<file path="src/hw/alu_cfg.svh">
/*
 * ALU configuration
 * Data and tag widths shared by the integer execution unit
 */

`ifndef ALU_CFG_SVH
`define ALU_CFG_SVH

// ##################################################
// Data path
// ##################################################
// The shifter's bit reversal and its 16/4/1 stages are built for 32 bits
`define ALU_XLEN 32

// ##################################################
// Instruction tag
// ##################################################
`define ALU_ID_W 3 // Wide enough to name every operation in flight

`endif

</file>
<file path="src/hw/alu_pkg.sv">
/*
 * ALU types
 * Opcodes, datapath function selects and the structs passed between stages
 */

`include "alu_cfg.svh"

package alu_pkg;

    // Operations accepted at issue
    typedef enum logic [3:0] {
        OP_ADD  = 4'h0,
        OP_SUB  = 4'h1,
        OP_SLT  = 4'h2,
        OP_SLTU = 4'h3,
        OP_AND  = 4'h4,
        OP_OR   = 4'h5,
        OP_XOR  = 4'h6,
        OP_SLL  = 4'h7,
        OP_SRL  = 4'h8,
        OP_SRA  = 4'h9
    } alu_op_t;

    // Adder and logic unit result select where SUB is FN_ADD with subtract set
    typedef enum logic [2:0] {
        FN_ADD  = 3'd0,
        FN_SLT  = 3'd1,
        FN_SLTU = 3'd2,
        FN_AND  = 3'd3,
        FN_OR   = 3'd4,
        FN_XOR  = 3'd5
    } logic_fn_t;

    typedef struct packed {
        alu_op_t                    op;
        logic [`ALU_XLEN-1:0]       rs1;
        logic [`ALU_XLEN-1:0]       rs2;
        logic [`ALU_ID_W-1:0]       id;
    } alu_issue_t;

    // Decoded controls for both datapaths, registered in the issue stage
    typedef struct packed {
        logic                       use_shift;    // Result comes from the shifter
        logic                       lshift;       // Shift toward the MSB
        logic                       arith;        // Fill bit for vacated positions
        logic [4:0]                 shift_amount;
        logic                       subtract;     // Invert b and carry in a one
        logic_fn_t                  fn;
        logic [`ALU_ID_W-1:0]       id;
    } alu_ctrl_t;

    typedef struct packed {
        logic                       valid;
        logic [`ALU_ID_W-1:0]       id;
        logic [`ALU_XLEN-1:0]       result;
    } alu_wb_t;

endpackage

</file>
<file path="src/hw/alu_issue_stage.sv">
/*
 * ALU issue stage
 * Registers an issued operation and decodes its opcode into controls
 * for the barrel shifter and the adder and logic unit
 */

`timescale 1ns/1ns

`include "alu_cfg.svh"

module alu_issue_stage (
    input  logic                    clk,
    input  logic                    rst,
    input  logic                    issue_valid,
    input  alu_pkg::alu_issue_t     issue,
    output logic                    stage_valid,
    output alu_pkg::alu_ctrl_t      ctrl,
    output logic [`ALU_XLEN-1:0]    op_a,
    output logic [`ALU_XLEN-1:0]    op_b
);

    alu_pkg::alu_ctrl_t dec_ctrl; // Controls decoded from the incoming issue

    // ##################################################
    // Opcode decode
    // ##################################################
    always_comb begin
        // Plain add with no shift is the starting point for every opcode
        dec_ctrl.use_shift    = 1'b0;
        dec_ctrl.lshift       = 1'b0;
        dec_ctrl.arith        = 1'b0;
        dec_ctrl.shift_amount = issue.rs2[4:0]; // Only the low five bits of rs2 count
        dec_ctrl.subtract     = 1'b0;
        dec_ctrl.fn           = alu_pkg::FN_ADD;
        dec_ctrl.id           = issue.id;

        case (issue.op)
            alu_pkg::OP_ADD:  dec_ctrl.fn = alu_pkg::FN_ADD;
            alu_pkg::OP_SUB:  dec_ctrl.subtract = 1'b1;
            alu_pkg::OP_SLT: begin
                dec_ctrl.subtract = 1'b1; // Compares are taken from a - b
                dec_ctrl.fn       = alu_pkg::FN_SLT;
            end
            alu_pkg::OP_SLTU: begin
                dec_ctrl.subtract = 1'b1;
                dec_ctrl.fn       = alu_pkg::FN_SLTU;
            end
            alu_pkg::OP_AND:  dec_ctrl.fn = alu_pkg::FN_AND;
            alu_pkg::OP_OR:   dec_ctrl.fn = alu_pkg::FN_OR;
            alu_pkg::OP_XOR:  dec_ctrl.fn = alu_pkg::FN_XOR;
            alu_pkg::OP_SLL: begin
                dec_ctrl.use_shift = 1'b1;
                dec_ctrl.lshift    = 1'b1; // Shifter flips the word around its right shift
            end
            alu_pkg::OP_SRL:  dec_ctrl.use_shift = 1'b1;
            alu_pkg::OP_SRA: begin
                dec_ctrl.use_shift = 1'b1;
                dec_ctrl.arith     = issue.rs1[`ALU_XLEN-1]; // Sign fills from the top
            end
            default: dec_ctrl.fn = alu_pkg::FN_ADD; // Unused encodings act as ADD
        endcase
    end

    // ##################################################
    // Stage registers
    // ##################################################
    always_ff @(posedge clk) begin
        if (rst)
            stage_valid <= 1'b0;
        else
            stage_valid <= issue_valid; // One cycle behind the issue strobe
    end

    // Operands and controls load every cycle and are qualified by stage_valid
    always_ff @(posedge clk) begin
        ctrl <= dec_ctrl;
        op_a <= issue.rs1;
        op_b <= issue.rs2;
    end

endmodule

</file>
<file path="src/hw/barrel_shifter.sv">
/*
 * Barrel shifter
 * One logarithmic right shifter serves SLL, SRL and SRA. Left shifts
 * reverse the word on the way in and again on the way out
 */

`timescale 1ns/1ns

`include "alu_cfg.svh"

module barrel_shifter (
    input  logic [`ALU_XLEN-1:0]    shifter_input,
    input  logic [4:0]              shift_amount,
    input  logic                    arith,
    input  logic                    lshift,
    output logic [`ALU_XLEN-1:0]    shifted_result
);

    logic [`ALU_XLEN-1:0]  flipped_input;   // Input with bit order reversed
    logic [`ALU_XLEN-1:0]  shifter_in;      // Word entering the right shifter
    logic [`ALU_XLEN-1:0]  shiftx16;        // After the shift by 0 or 16
    logic [`ALU_XLEN+11:0] shiftx16_padded; // Room for up to 12 fill bits
    logic [`ALU_XLEN-1:0]  shiftx4;         // After the shift by 0, 4, 8 or 12
    logic [`ALU_XLEN+2:0]  shiftx4_padded;  // Room for up to 3 fill bits
    logic [`ALU_XLEN-1:0]  shiftx1;         // Fully right shifted word
    logic [`ALU_XLEN-1:0]  flipped_output;  // Right shift result reversed back

    // ##################################################
    // Input reversal
    // ##################################################
    always_comb begin
        for (int i = 0; i < `ALU_XLEN; i++) begin
            flipped_input[i] = shifter_input[`ALU_XLEN-1-i];
        end
    end

    assign shifter_in = lshift ? flipped_input : shifter_input;

    // ##################################################
    // Right shift stages
    // ##################################################
    // The upper half drops into the lower half when bit 4 is set
    assign shiftx16 = shift_amount[4] ? {{16{arith}}, shifter_in[`ALU_XLEN-1:16]}
                                      : shifter_in;

    assign shiftx16_padded = {{12{arith}}, shiftx16};

    always_comb begin
        case (shift_amount[3:2])
            2'd0:    shiftx4 = shiftx16_padded[`ALU_XLEN-1:0];
            2'd1:    shiftx4 = shiftx16_padded[`ALU_XLEN+3:4];
            2'd2:    shiftx4 = shiftx16_padded[`ALU_XLEN+7:8];
            default: shiftx4 = shiftx16_padded[`ALU_XLEN+11:12];
        endcase
    end

    assign shiftx4_padded = {{3{arith}}, shiftx4};

    always_comb begin
        case (shift_amount[1:0])
            2'd0:    shiftx1 = shiftx4_padded[`ALU_XLEN-1:0];
            2'd1:    shiftx1 = shiftx4_padded[`ALU_XLEN:1];
            2'd2:    shiftx1 = shiftx4_padded[`ALU_XLEN+1:2];
            default: shiftx1 = shiftx4_padded[`ALU_XLEN+2:3];
        endcase
    end

    // ##################################################
    // Output reversal
    // ##################################################
    always_comb begin
        for (int i = 0; i < `ALU_XLEN; i++) begin
            flipped_output[i] = shiftx1[`ALU_XLEN-1-i];
        end
    end

    // A reversed right shift with zero fill is the left shift
    assign shifted_result = lshift ? flipped_output : shiftx1;

endmodule

</file>
<file path="src/hw/adder_logic_unit.sv">
/*
 * Adder and logic unit
 * Add, subtract, signed and unsigned set-less-than, AND, OR and XOR
 * from one shared adder with a carry-in
 */

`timescale 1ns/1ns

`include "alu_cfg.svh"

module adder_logic_unit (
    input  logic [`ALU_XLEN-1:0]    a,
    input  logic [`ALU_XLEN-1:0]    b,
    input  logic                    subtract,
    input  alu_pkg::logic_fn_t      fn,
    output logic [`ALU_XLEN-1:0]    alu_result
);

    logic [`ALU_XLEN-1:0] b_operand;    // b, inverted for subtraction
    logic [`ALU_XLEN:0]   sum_ext;      // Sum with the carry out on top
    logic [`ALU_XLEN-1:0] sum;
    logic                 lt_signed;
    logic                 lt_unsigned;

    // ##################################################
    // Shared adder
    // ##################################################
    assign b_operand = b ^ {`ALU_XLEN{subtract}};

    // a + ~b + 1 gives a - b and the extra bit keeps the carry
    assign sum_ext = {1'b0, a} + {1'b0, b_operand} + {{`ALU_XLEN{1'b0}}, subtract};
    assign sum     = sum_ext[`ALU_XLEN-1:0];

    // ##################################################
    // Compares
    // ##################################################
    // No carry out of a - b means a borrow, so a is below b unsigned
    assign lt_unsigned = ~sum_ext[`ALU_XLEN];

    always_comb begin
        if (a[`ALU_XLEN-1] != b[`ALU_XLEN-1])
            lt_signed = a[`ALU_XLEN-1];     // Differing signs decide it alone
        else
            lt_signed = sum[`ALU_XLEN-1];   // Same sign means the difference cannot overflow
    end

    // ##################################################
    // Result select
    // ##################################################
    always_comb begin
        case (fn)
            alu_pkg::FN_ADD:  alu_result = sum;
            alu_pkg::FN_SLT:  alu_result = {{(`ALU_XLEN-1){1'b0}}, lt_signed};
            alu_pkg::FN_SLTU: alu_result = {{(`ALU_XLEN-1){1'b0}}, lt_unsigned};
            alu_pkg::FN_AND:  alu_result = a & b;
            alu_pkg::FN_OR:   alu_result = a | b;
            alu_pkg::FN_XOR:  alu_result = a ^ b;
            default:          alu_result = sum;  // Encodings 6 and 7 are never decoded
        endcase
    end

endmodule

</file>
<file path="src/hw/alu_result_stage.sv">
/*
 * ALU result stage
 * Picks the shifter or the adder result and registers the writeback
 */

`timescale 1ns/1ns

`include "alu_cfg.svh"

module alu_result_stage (
    input  logic                    clk,
    input  logic                    rst,
    input  logic                    stage_valid,
    input  logic                    use_shift,
    input  logic [`ALU_ID_W-1:0]    id,
    input  logic [`ALU_XLEN-1:0]    shifted_result,
    input  logic [`ALU_XLEN-1:0]    alu_result,
    output alu_pkg::alu_wb_t        wb
);

    logic [`ALU_XLEN-1:0] selected_result;  // Result chosen for this cycle
    logic                 wb_valid;
    logic [`ALU_ID_W-1:0] wb_id;
    logic [`ALU_XLEN-1:0] wb_result;

    // ##################################################
    // Result mux
    // ##################################################
    // Both datapaths always compute and only one answer is kept
    assign selected_result = use_shift ? shifted_result : alu_result;

    // ##################################################
    // Writeback register
    // ##################################################
    always_ff @(posedge clk) begin
        if (rst)
            wb_valid <= 1'b0;
        else
            wb_valid <= stage_valid; // Lands two cycles after the issue strobe
    end

    always_ff @(posedge clk) begin
        wb_id     <= id;
        wb_result <= selected_result;
    end

    // Tag travels with its result so writebacks come out in issue order
    always_comb begin
        wb.valid  = wb_valid;
        wb.id     = wb_id;
        wb.result = wb_result;
    end

endmodule

</file>
<file path="src/hw/alu_unit.sv">
/*
 * ALU execution unit
 * Issue decode, shifter and adder side by side, then a registered writeback
 */

`timescale 1ns/1ns

`include "alu_cfg.svh"

module alu_unit (
    input  logic                    clk,
    input  logic                    rst,
    input  logic                    issue_valid,
    input  alu_pkg::alu_issue_t     issue,
    output alu_pkg::alu_wb_t        wb
);

    logic                   stage_valid;
    alu_pkg::alu_ctrl_t     ctrl;
    logic [`ALU_XLEN-1:0]   op_a;
    logic [`ALU_XLEN-1:0]   op_b;
    logic [`ALU_XLEN-1:0]   shifted_result;
    logic [`ALU_XLEN-1:0]   alu_result;

    alu_issue_stage alu_issue_stage_inst (
        .clk            (clk),
        .rst            (rst),
        .issue_valid    (issue_valid),
        .issue          (issue),
        .stage_valid    (stage_valid),
        .ctrl           (ctrl),
        .op_a           (op_a),
        .op_b           (op_b)
    );

    barrel_shifter barrel_shifter_inst (
        .shifter_input  (op_a),
        .shift_amount   (ctrl.shift_amount),
        .arith          (ctrl.arith),
        .lshift         (ctrl.lshift),
        .shifted_result (shifted_result)
    );

    adder_logic_unit adder_logic_unit_inst (
        .a              (op_a),
        .b              (op_b),
        .subtract       (ctrl.subtract),
        .fn             (ctrl.fn),
        .alu_result     (alu_result)
    );

    alu_result_stage alu_result_stage_inst (
        .clk            (clk),
        .rst            (rst),
        .stage_valid    (stage_valid),
        .use_shift      (ctrl.use_shift),
        .id             (ctrl.id),
        .shifted_result (shifted_result),
        .alu_result     (alu_result),
        .wb             (wb)
    );

endmodule

</file>
<file path="config.mk">
export PLATFORM = sky130hd
export DESIGN_NAME = alu_unit
export DESIGN_NICKNAME = d
export VERILOG_FILES = /design/src/hw/alu_pkg.sv /design/src/hw/alu_issue_stage.sv /design/src/hw/barrel_shifter.sv /design/src/hw/adder_logic_unit.sv /design/src/hw/alu_result_stage.sv /design/src/hw/alu_unit.sv
export VERILOG_INCLUDE_DIRS = /design/src /design/src/hw
export SDC_FILE = /design/constraint.sdc
export NUM_CORES = 1
export LEC_CHECK = 0
export BUFFER_PORTS_ARGS = -buffer_cell sky130_fd_sc_hd__buf_2
export CAP_MARGIN = 20
export CORE_UTILIZATION = 54
export CTS_CLUSTER_DIAMETER = 200
export DETAILED_ROUTE_END_ITERATION = 8
export PLACE_DENSITY = 0.89
export SYNTH_ARGS = -nofsm -noshare
export SYNTH_HDL_FRONTEND = slang
export SYNTH_SLANG_ARGS = --single-unit
</file>
<file path="constraint.sdc">
create_clock -name clk -period 3.4 [get_ports clk]
set_input_delay 0.68 -clock clk [delete_from_list [all_inputs] [get_ports clk]]
set_output_delay 0.68 -clock clk [all_outputs]
set_load 0.02 [all_outputs]
</file>
==> flow_metrics.env, run 1 <==
export IMPL_core_sq_um=16600
export IMPL_cp_max_fo=22
export IMPL_antenna_found_initial=1
export IMPL_chipWidth_um=132
export IMPL_nFillCells=1469
export IMPL_holdPathEnd="alu_result_stage_inst.wb_id[1]"
export IMPL_p_int_uw=2660
export IMPL_r2r_start="alu_issue_stage_inst.ctrl[6]"
export IMPL_post_dp_cell_area_sq_um=10000
export IMPL_cp_top_family="compound AO/OA/AOI/OAI gates"
export IMPL_grt_max_degree=37
export IMPL_drv_cap=0
export IMPL_reg2reg_to="alu_result_stage_inst.wb_result[27]"
export IMPL_hold_path_class="reg2reg"
export IMPL_fin_setup_tns_ns=0
export IMPL_io_pins=110
export IMPL_fin_crit_ns=3.16
export IMPL_slew_headroom_pct=30.1
export IMPL_ys_flop_type="dfxtp_1"
export IMPL_io_buffer_count=109
export IMPL_drt_first_iter_violations=1176
export IMPL_dieArea_sq_um=17500
export IMPL_diodes=0
export IMPL_pwr_share_seq_pct=36.9
export IMPL_tightest_slew_ns=1.02
export IMPL_ys_ff_latch=111
export IMPL_p_total_uw=4300
export IMPL_layout_commonest_cell="buf_2"
export IMPL_synth_enable_flop_cells=0
export IMPL_hold_viol_final=0
export IMPL_clockRootBuffer="clkbuf_16"
export IMPL_insertion_delay_ns=0.36
export IMPL_async_flop_share_pct=0
export IMPL_grt_pass1_wl_mm=45.1
export IMPL_crit_buf_inv=2
export IMPL_cts_resized_gates=0
export IMPL_drv_slew=0
export IMPL_gp_congestion=1.01
export IMPL_synth_top_cell_area_share_pct=24.2
export IMPL_rr_worst_depth=11
export IMPL_worstPathArrival_ns=3.41
export IMPL_yosysTopAreaCell="dfxtp_1"
export IMPL_antenna_left=0
export IMPL_drcViolationCount=0
export IMPL_outcome="complete, no violations"
export IMPL_cts_tree="built"
export IMPL_cts_sinks=111
export IMPL_critPathMaxStageDelay_ns=0.43
export IMPL_endpoint_kind="flip-flop"
export IMPL_syn_area_sq_um=9180
export IMPL_peakVddDrop_v=0.000320
export IMPL_finalWorstSetupSlack_ns=0.240
export IMPL_vias=8693
export IMPL_critPathLaunchType="flip-flop"
export IMPL_hp_start="alu_issue_stage_inst.ctrl[1]"
export IMPL_grt_total_usage_pct=33.6
export IMPL_post_route_util_pct=62.1
export IMPL_cpMaxStageDelayCell="dfxtp_2"
export IMPL_synthCells=1043
export IMPL_fin_crit_sh_pct=92.9
export IMPL_overflow=0
export IMPL_power_frac_clock_pct=24.1
export IMPL_area_growth_syn_to_layout_pct=12.3
export IMPL_drive_gt1_share_pct=21.7
export IMPL_ys_warn_count=0
export IMPL_cts_buffer_depth=2
export IMPL_finalInstanceArea_sq_um=10300
export IMPL_crit_chain="buf_12, xor2_1, ha_1, a21oi_1, o21ai_0, a221oi_1, o41ai_2, buf_4, a41o_1, or3_1, a32o_1"
export IMPL_synth_area_leaders="dfxtp_1 (24%), ha_1 (13%), mux4_2 (6.1%)"
export IMPL_fmax_ghz=0.316
export IMPL_swShare_pct=38.0
export IMPL_hpwl_mm=23.1
export IMPL_required_ns=3.65
export IMPL_ys_seq_area_share_pct=24.2
export IMPL_p_leak_uw=0.00496
export IMPL_p_per_area_nw_per_um2=417
export IMPL_pre_cts_ws_ns=0.325
export IMPL_critical_path_class="reg2reg"
export IMPL_hold_depth=0
export IMPL_cts_made_buffers=9
export IMPL_r2r_slack_ns=0.24
export IMPL_synth_avg_cell_area_sq_um=8.80
export IMPL_clk_pin_slew_ns=0.08
export IMPL_drt_wl_total_mm=29.5
export IMPL_fin_worst_skew_ns=0.0153
export IMPL_start_util_pct=55.3
export IMPL_grt_pass1_vias=7950
export IMPL_cts_max_level=3
export IMPL_dr_pass1_iters=6
export IMPL_synth_distinct_cells=78
export IMPL_rsz0062_at_grt="no"
export IMPL_power_switching_uw=1640
export IMPL_nets=1304
export IMPL_rows=47
export IMPL_die_height_um=132
export IMPL_layout_common_cells="buf_2 (109), dfxtp_1 (107), ha_1 (95)"
export IMPL_syn_num_nets=1213
export IMPL_setup_violations=0
export IMPL_combPwrFrac_pct=39.0
export IMPL_avgRoutedWirePerCell_um=21.7
export IMPL_cts_setup_buffers=0
export IMPL_cts_hold_buf=0
export IMPL_via_per_inst=6.40
-- flip-flops by register name, summed over array words and instances, names as in the netlist --
signal / cells
alu_issue_stage_inst.ctrl: 14
alu_issue_stage_inst.op_a: 32
alu_issue_stage_inst.op_b: 28
alu_issue_stage_inst.stage_valid: 1
alu_result_stage_inst.wb_id: 3
alu_result_stage_inst.wb_result: 32
alu_result_stage_inst.wb_valid: 1
-- kinds of logic after synthesis --
kind of cell | share of synthesized area, %
AO/OA/AOI/OAI | 23.6
flip-flops | 24.2
buffers and inverters | 6.63
AND/OR/NAND/NOR | 9.52
XOR/XNOR | 5.35
multiplexers | 17.5
adder cells (fa/ha/maj) | 13.2
-- power by group through the flow --
| stage | clock (uW) | combinational [uW] | sequential, uW |
|---|---|---|---|
| finish | 1040 | 1680 | 1590 |
| global route | 1100 | 1800 | 1600 |
| CTS | 1050 | 1640 | 1580 |
| detailed placement | 0 | 1620 | 1610 |
| global placement | 0 | 1600 | 1610 |
| floorplan | 0 | 1010 | 1670 |
-- cell type report --
cell class	instances	area (sq um)	share of cell area, %
clock buffer	10	239	2.32
clock inverter	5	43.8	0.425
inverter	75	282	2.73
multi-input combinational	785	6340	61.6
sequential	111	2230	21.6
tap	220	275	2.67
timing repair buffer	152	893	8.67
-- cell usage after synthesis (all sizes together), types with 8 or more instances --
master	number
a211oi	16
a21o	43
a21oi	70
a221o	15
a221oi	9
a222oi	14
and3	8
buf	21
clkbuf	51
dfxtp	111
ha	95
inv	74
mux2	40
mux2i	57
mux4	25
nand2	76
nand3	8
nor2	65
nor3	11
o21ai	69
xnor2	17
xor2	39
-- routing by layer --
| layer | routed length, um | vias to the layer above | GRT usage, % | part of all wire, % |
|---|---|---|---|---|
| met2 | 13300 | 467 | 53.6 | 45 |
| met4 | 1070 | 2 | 12.2 | 3.6 |
| met1 | 12400 | 4169 | 45.1 | 42 |
| met5 | 13 | - | 0 | 0.044 |
| li1 | - | 3990 | - | - |
| met3 | 2800 | 65 | 6.23 | 9.5 |
-- through the flow --
stage                     instances  hold slack (ns)
after global routing           1358            0.343
final                          1358            0.328
after global placement         1343            0.310
after CTS                      1358            0.321
after floorplan                1043            0.310
after detailed placement       1343            0.312
-- worst max path at each step --
stage	endpoint	startpoint	cells after the start	slack, ns
2_1_floorplan	alu_result_stage_inst.wb_result[20]	alu_issue_stage_inst.ctrl[8]	12	0.21
3_3_place_gp	alu_result_stage_inst.wb_result[20]	alu_issue_stage_inst.ctrl[6]	13	0.40
3_5_place_dp	alu_result_stage_inst.wb_result[27]	alu_issue_stage_inst.ctrl[6]	11	0.33
4_1_cts	alu_result_stage_inst.wb_result[27]	alu_issue_stage_inst.ctrl[6]	11	0.27
5_1_grt	alu_result_stage_inst.wb_result[27]	alu_issue_stage_inst.ctrl[6]	11	0.08
6_report	alu_result_stage_inst.wb_result[27]	alu_issue_stage_inst.ctrl[6]	11	0.24
Power figures use the tool's default switching activity.
==> inputs of run 2 (changes only) <==
--- a/config.mk
+++ b/config.mk
@@ -11,7 +11,7 @@
 export CORE_UTILIZATION = 54
 export CTS_CLUSTER_DIAMETER = 200
 export DETAILED_ROUTE_END_ITERATION = 8
-export PLACE_DENSITY = 0.89
+export PLACE_DENSITY = 0.83
 export SYNTH_ARGS = -nofsm -noshare
 export SYNTH_HDL_FRONTEND = slang
 export SYNTH_SLANG_ARGS = --single-unit
==> run 2 against run 1 <==
Against the previous run:
- worst hold slack improved by 0.0046 ns
- combinational power is essentially flat
- clock power hardly changed
- core utilization fell by 0.17 points
- global-route usage fell by 1.0 points
- sequential share of layout area is 0.085 points higher
- cell area shrank 0.28%
- via count fell by 1.1%
- register-to-register slack is essentially flat
- sequential power hardly changed
- final cell count fell by 0.37%
- critical endpoint is now alu_result_stage_inst.wb_result[20]
- largest cell class unchanged
- highest routed layer is now met4
==> flow_metrics.env, run 2 (synthesis gave the netlist of run 1 again) <==
export IMPL_outcome="complete, no violations"
export IMPL_cts_max_level=3
export IMPL_reg_largest_list="alu_issue_stage_inst.op_a (32), alu_result_stage_inst.wb_result (32), alu_issue_stage_inst.op_b (28)"
export IMPL_reg2reg_to="alu_result_stage_inst.wb_result[20]"
export IMPL_fmax_ghz=0.318
export IMPL_cts_buffer_depth=2
export IMPL_required_ns=3.66
export IMPL_gp_congestion=1.03
export IMPL_use_met3_pct=6.77
export IMPL_drt_wl_total_mm=28.4
export IMPL_dieArea_sq_um=17500
export IMPL_crit_start="alu_issue_stage_inst.ctrl[6]"
export IMPL_drt_first_iter_violations=1140
export IMPL_cts_resized_gates=0
export IMPL_hold_viol_final=0
export IMPL_drv_slew=0
export IMPL_overflow=0
export IMPL_drv_cap=0
export IMPL_tightest_slew_ns=0.803
export IMPL_rsz0062_at_grt="no"
export IMPL_area_growth_syn_to_layout_pct=12.0
export IMPL_grt_max_degree=42
export IMPL_cts_hold_buf=0
export IMPL_p_per_area_nw_per_um2=418
export IMPL_grt_total_usage_pct=32.5
export IMPL_antenna_left=0
export IMPL_cp_endpoint="alu_result_stage_inst.wb_result[20]"
export IMPL_critical_path_class="reg2reg"
export IMPL_grtUsageMet2_pct=50.1
export IMPL_layout_commonest_cell="buf_2"
export IMPL_drive_gt1_share_pct=21.3
export IMPL_start_util_pct=55.3
export IMPL_nets=1297
export IMPL_slew_headroom_pct=45.1
export IMPL_cts_made_buffers=9
export IMPL_grt_pass1_wl_mm=43.7
export IMPL_fin_worst_skew_ns=0.0139
export IMPL_clk_pin_slew_ns=0.08
export IMPL_worstPathArrival_ns=3.41
export IMPL_core_sq_um=16600
export IMPL_clockRootBuffer="clkbuf_16"
export IMPL_cts_setup_buffers=0
export IMPL_endpoint_kind="flip-flop"
export IMPL_vias=8596
export IMPL_r2r_slack_ns=0.25
export IMPL_hold_path_class="reg2reg"
export IMPL_die_height_um=132
export IMPL_avgRoutedWirePerCell_um=21.0
export IMPL_via_per_inst=6.35
export IMPL_post_route_util_pct=62.0
export IMPL_chipWidth_um=132
export IMPL_rows=47
export IMPL_fin_crit_sh_pct=92.6
export IMPL_setup_violations=0
export IMPL_cp_max_fo=14
export IMPL_peakVddDrop_v=0.000308
export IMPL_grt_pass1_vias=7897
export IMPL_cts_tree="built"
export IMPL_grt_busiest_layer="met2"
export IMPL_layout_common_cells="buf_2 (109), dfxtp_1 (107), ha_1 (95)"
export IMPL_r2r_start="alu_issue_stage_inst.ctrl[6]"
export IMPL_io_pins=110
export IMPL_fin_crit_ns=3.15
export IMPL_io_buffer_count=109
export IMPL_dr_pass1_iters=6
export IMPL_antenna_found_initial=0
export IMPL_cts_sinks=111
export IMPL_insertion_delay_ns=0.37
export IMPL_fin_setup_tns_ns=0
export IMPL_hpwl_mm=22.4
export IMPL_grt_use_met1_pct=43.5
export IMPL_p_leak_uw=0.00494
export IMPL_critPathLaunchType="flip-flop"
export IMPL_rr_worst_depth=11
export IMPL_drcViolationCount=0
-- run 2: per-layer routing --
metal / vias to the layer above / routed length, um
met2: 537 / 12400
met1: 4018 / 11800
met5: - / 0
met3: 67 / 2990
met4: 0 / 1240
li1: 3974 / -
-- run 2: how the worst min path moves through the flow --
stage,startpoint,to,slack [ns],depth (start not counted)
after global routing,alu_issue_stage_inst.ctrl[2],alu_result_stage_inst.wb_id[2],0.35,0
after detailed placement,alu_issue_stage_inst.ctrl[0],alu_result_stage_inst.wb_id[0],0.32,0
after CTS,alu_issue_stage_inst.ctrl[0],alu_result_stage_inst.wb_id[0],0.34,0
after global placement,alu_issue_stage_inst.ctrl[2],alu_result_stage_inst.wb_id[2],0.31,0
final,alu_issue_stage_inst.ctrl[0],alu_result_stage_inst.wb_id[0],0.33,0
after floorplan,alu_issue_stage_inst.ctrl[0],alu_result_stage_inst.wb_id[0],0.31,0
-- run 2: worst max-delay path, cell delays in order, from the launching register on --
cell and delay (ns):
dfxtp_4 0.50, buf_12 0.19, xor2_1 0.16, ha_1 0.30
nand2_1 0.20, nor2_1 0.09, a221oi_1 0.50, nand2_1 0.20
o21bai_1 0.21, a41o_1 0.27, mux2i_1 0.12, a211o_1 0.29
-- run 2: cell type report --
type,instances,area [sq um]
Inverter,75,282
Clock inverter,7,63.8
Timing Repair Buffer,145,853
Tap cell,220,275
Multi-Input combinational cell,785,6340
Fill cell,1414,6310
Clock buffer,9,225
Antenna cell,1,2.50
Sequential cell,111,2230
-- run 2: through the flow --
stage / cells / power [uW] / hold slack [ns] / setup slack, ns / area [sq um]
5_1_grt: 1352 / 4490 / 0.348 / 0.0842 / 10300
3_5_place_dp: 1336 / 3210 / 0.317 / 0.258 / 9980
3_3_place_gp: 1336 / 3190 / 0.310 / 0.273 / 9980
4_1_cts: 1352 / 4270 / 0.336 / 0.246 / 10300
6_report: 1353 / 4300 / 0.332 / 0.252 / 10300
2_1_floorplan: 1043 / 2690 / 0.310 / 0.208 / 9180
-- run 2: report_power, final --
part / switching (uW) / leakage, uW / total [uW] / internal (uW)
registers: 126 / 0.000936 / 1570 / 1450
clock network: 549 / 0.000142 / 1070 / 517
logic: 975 / 0.00386 / 1660 / 682
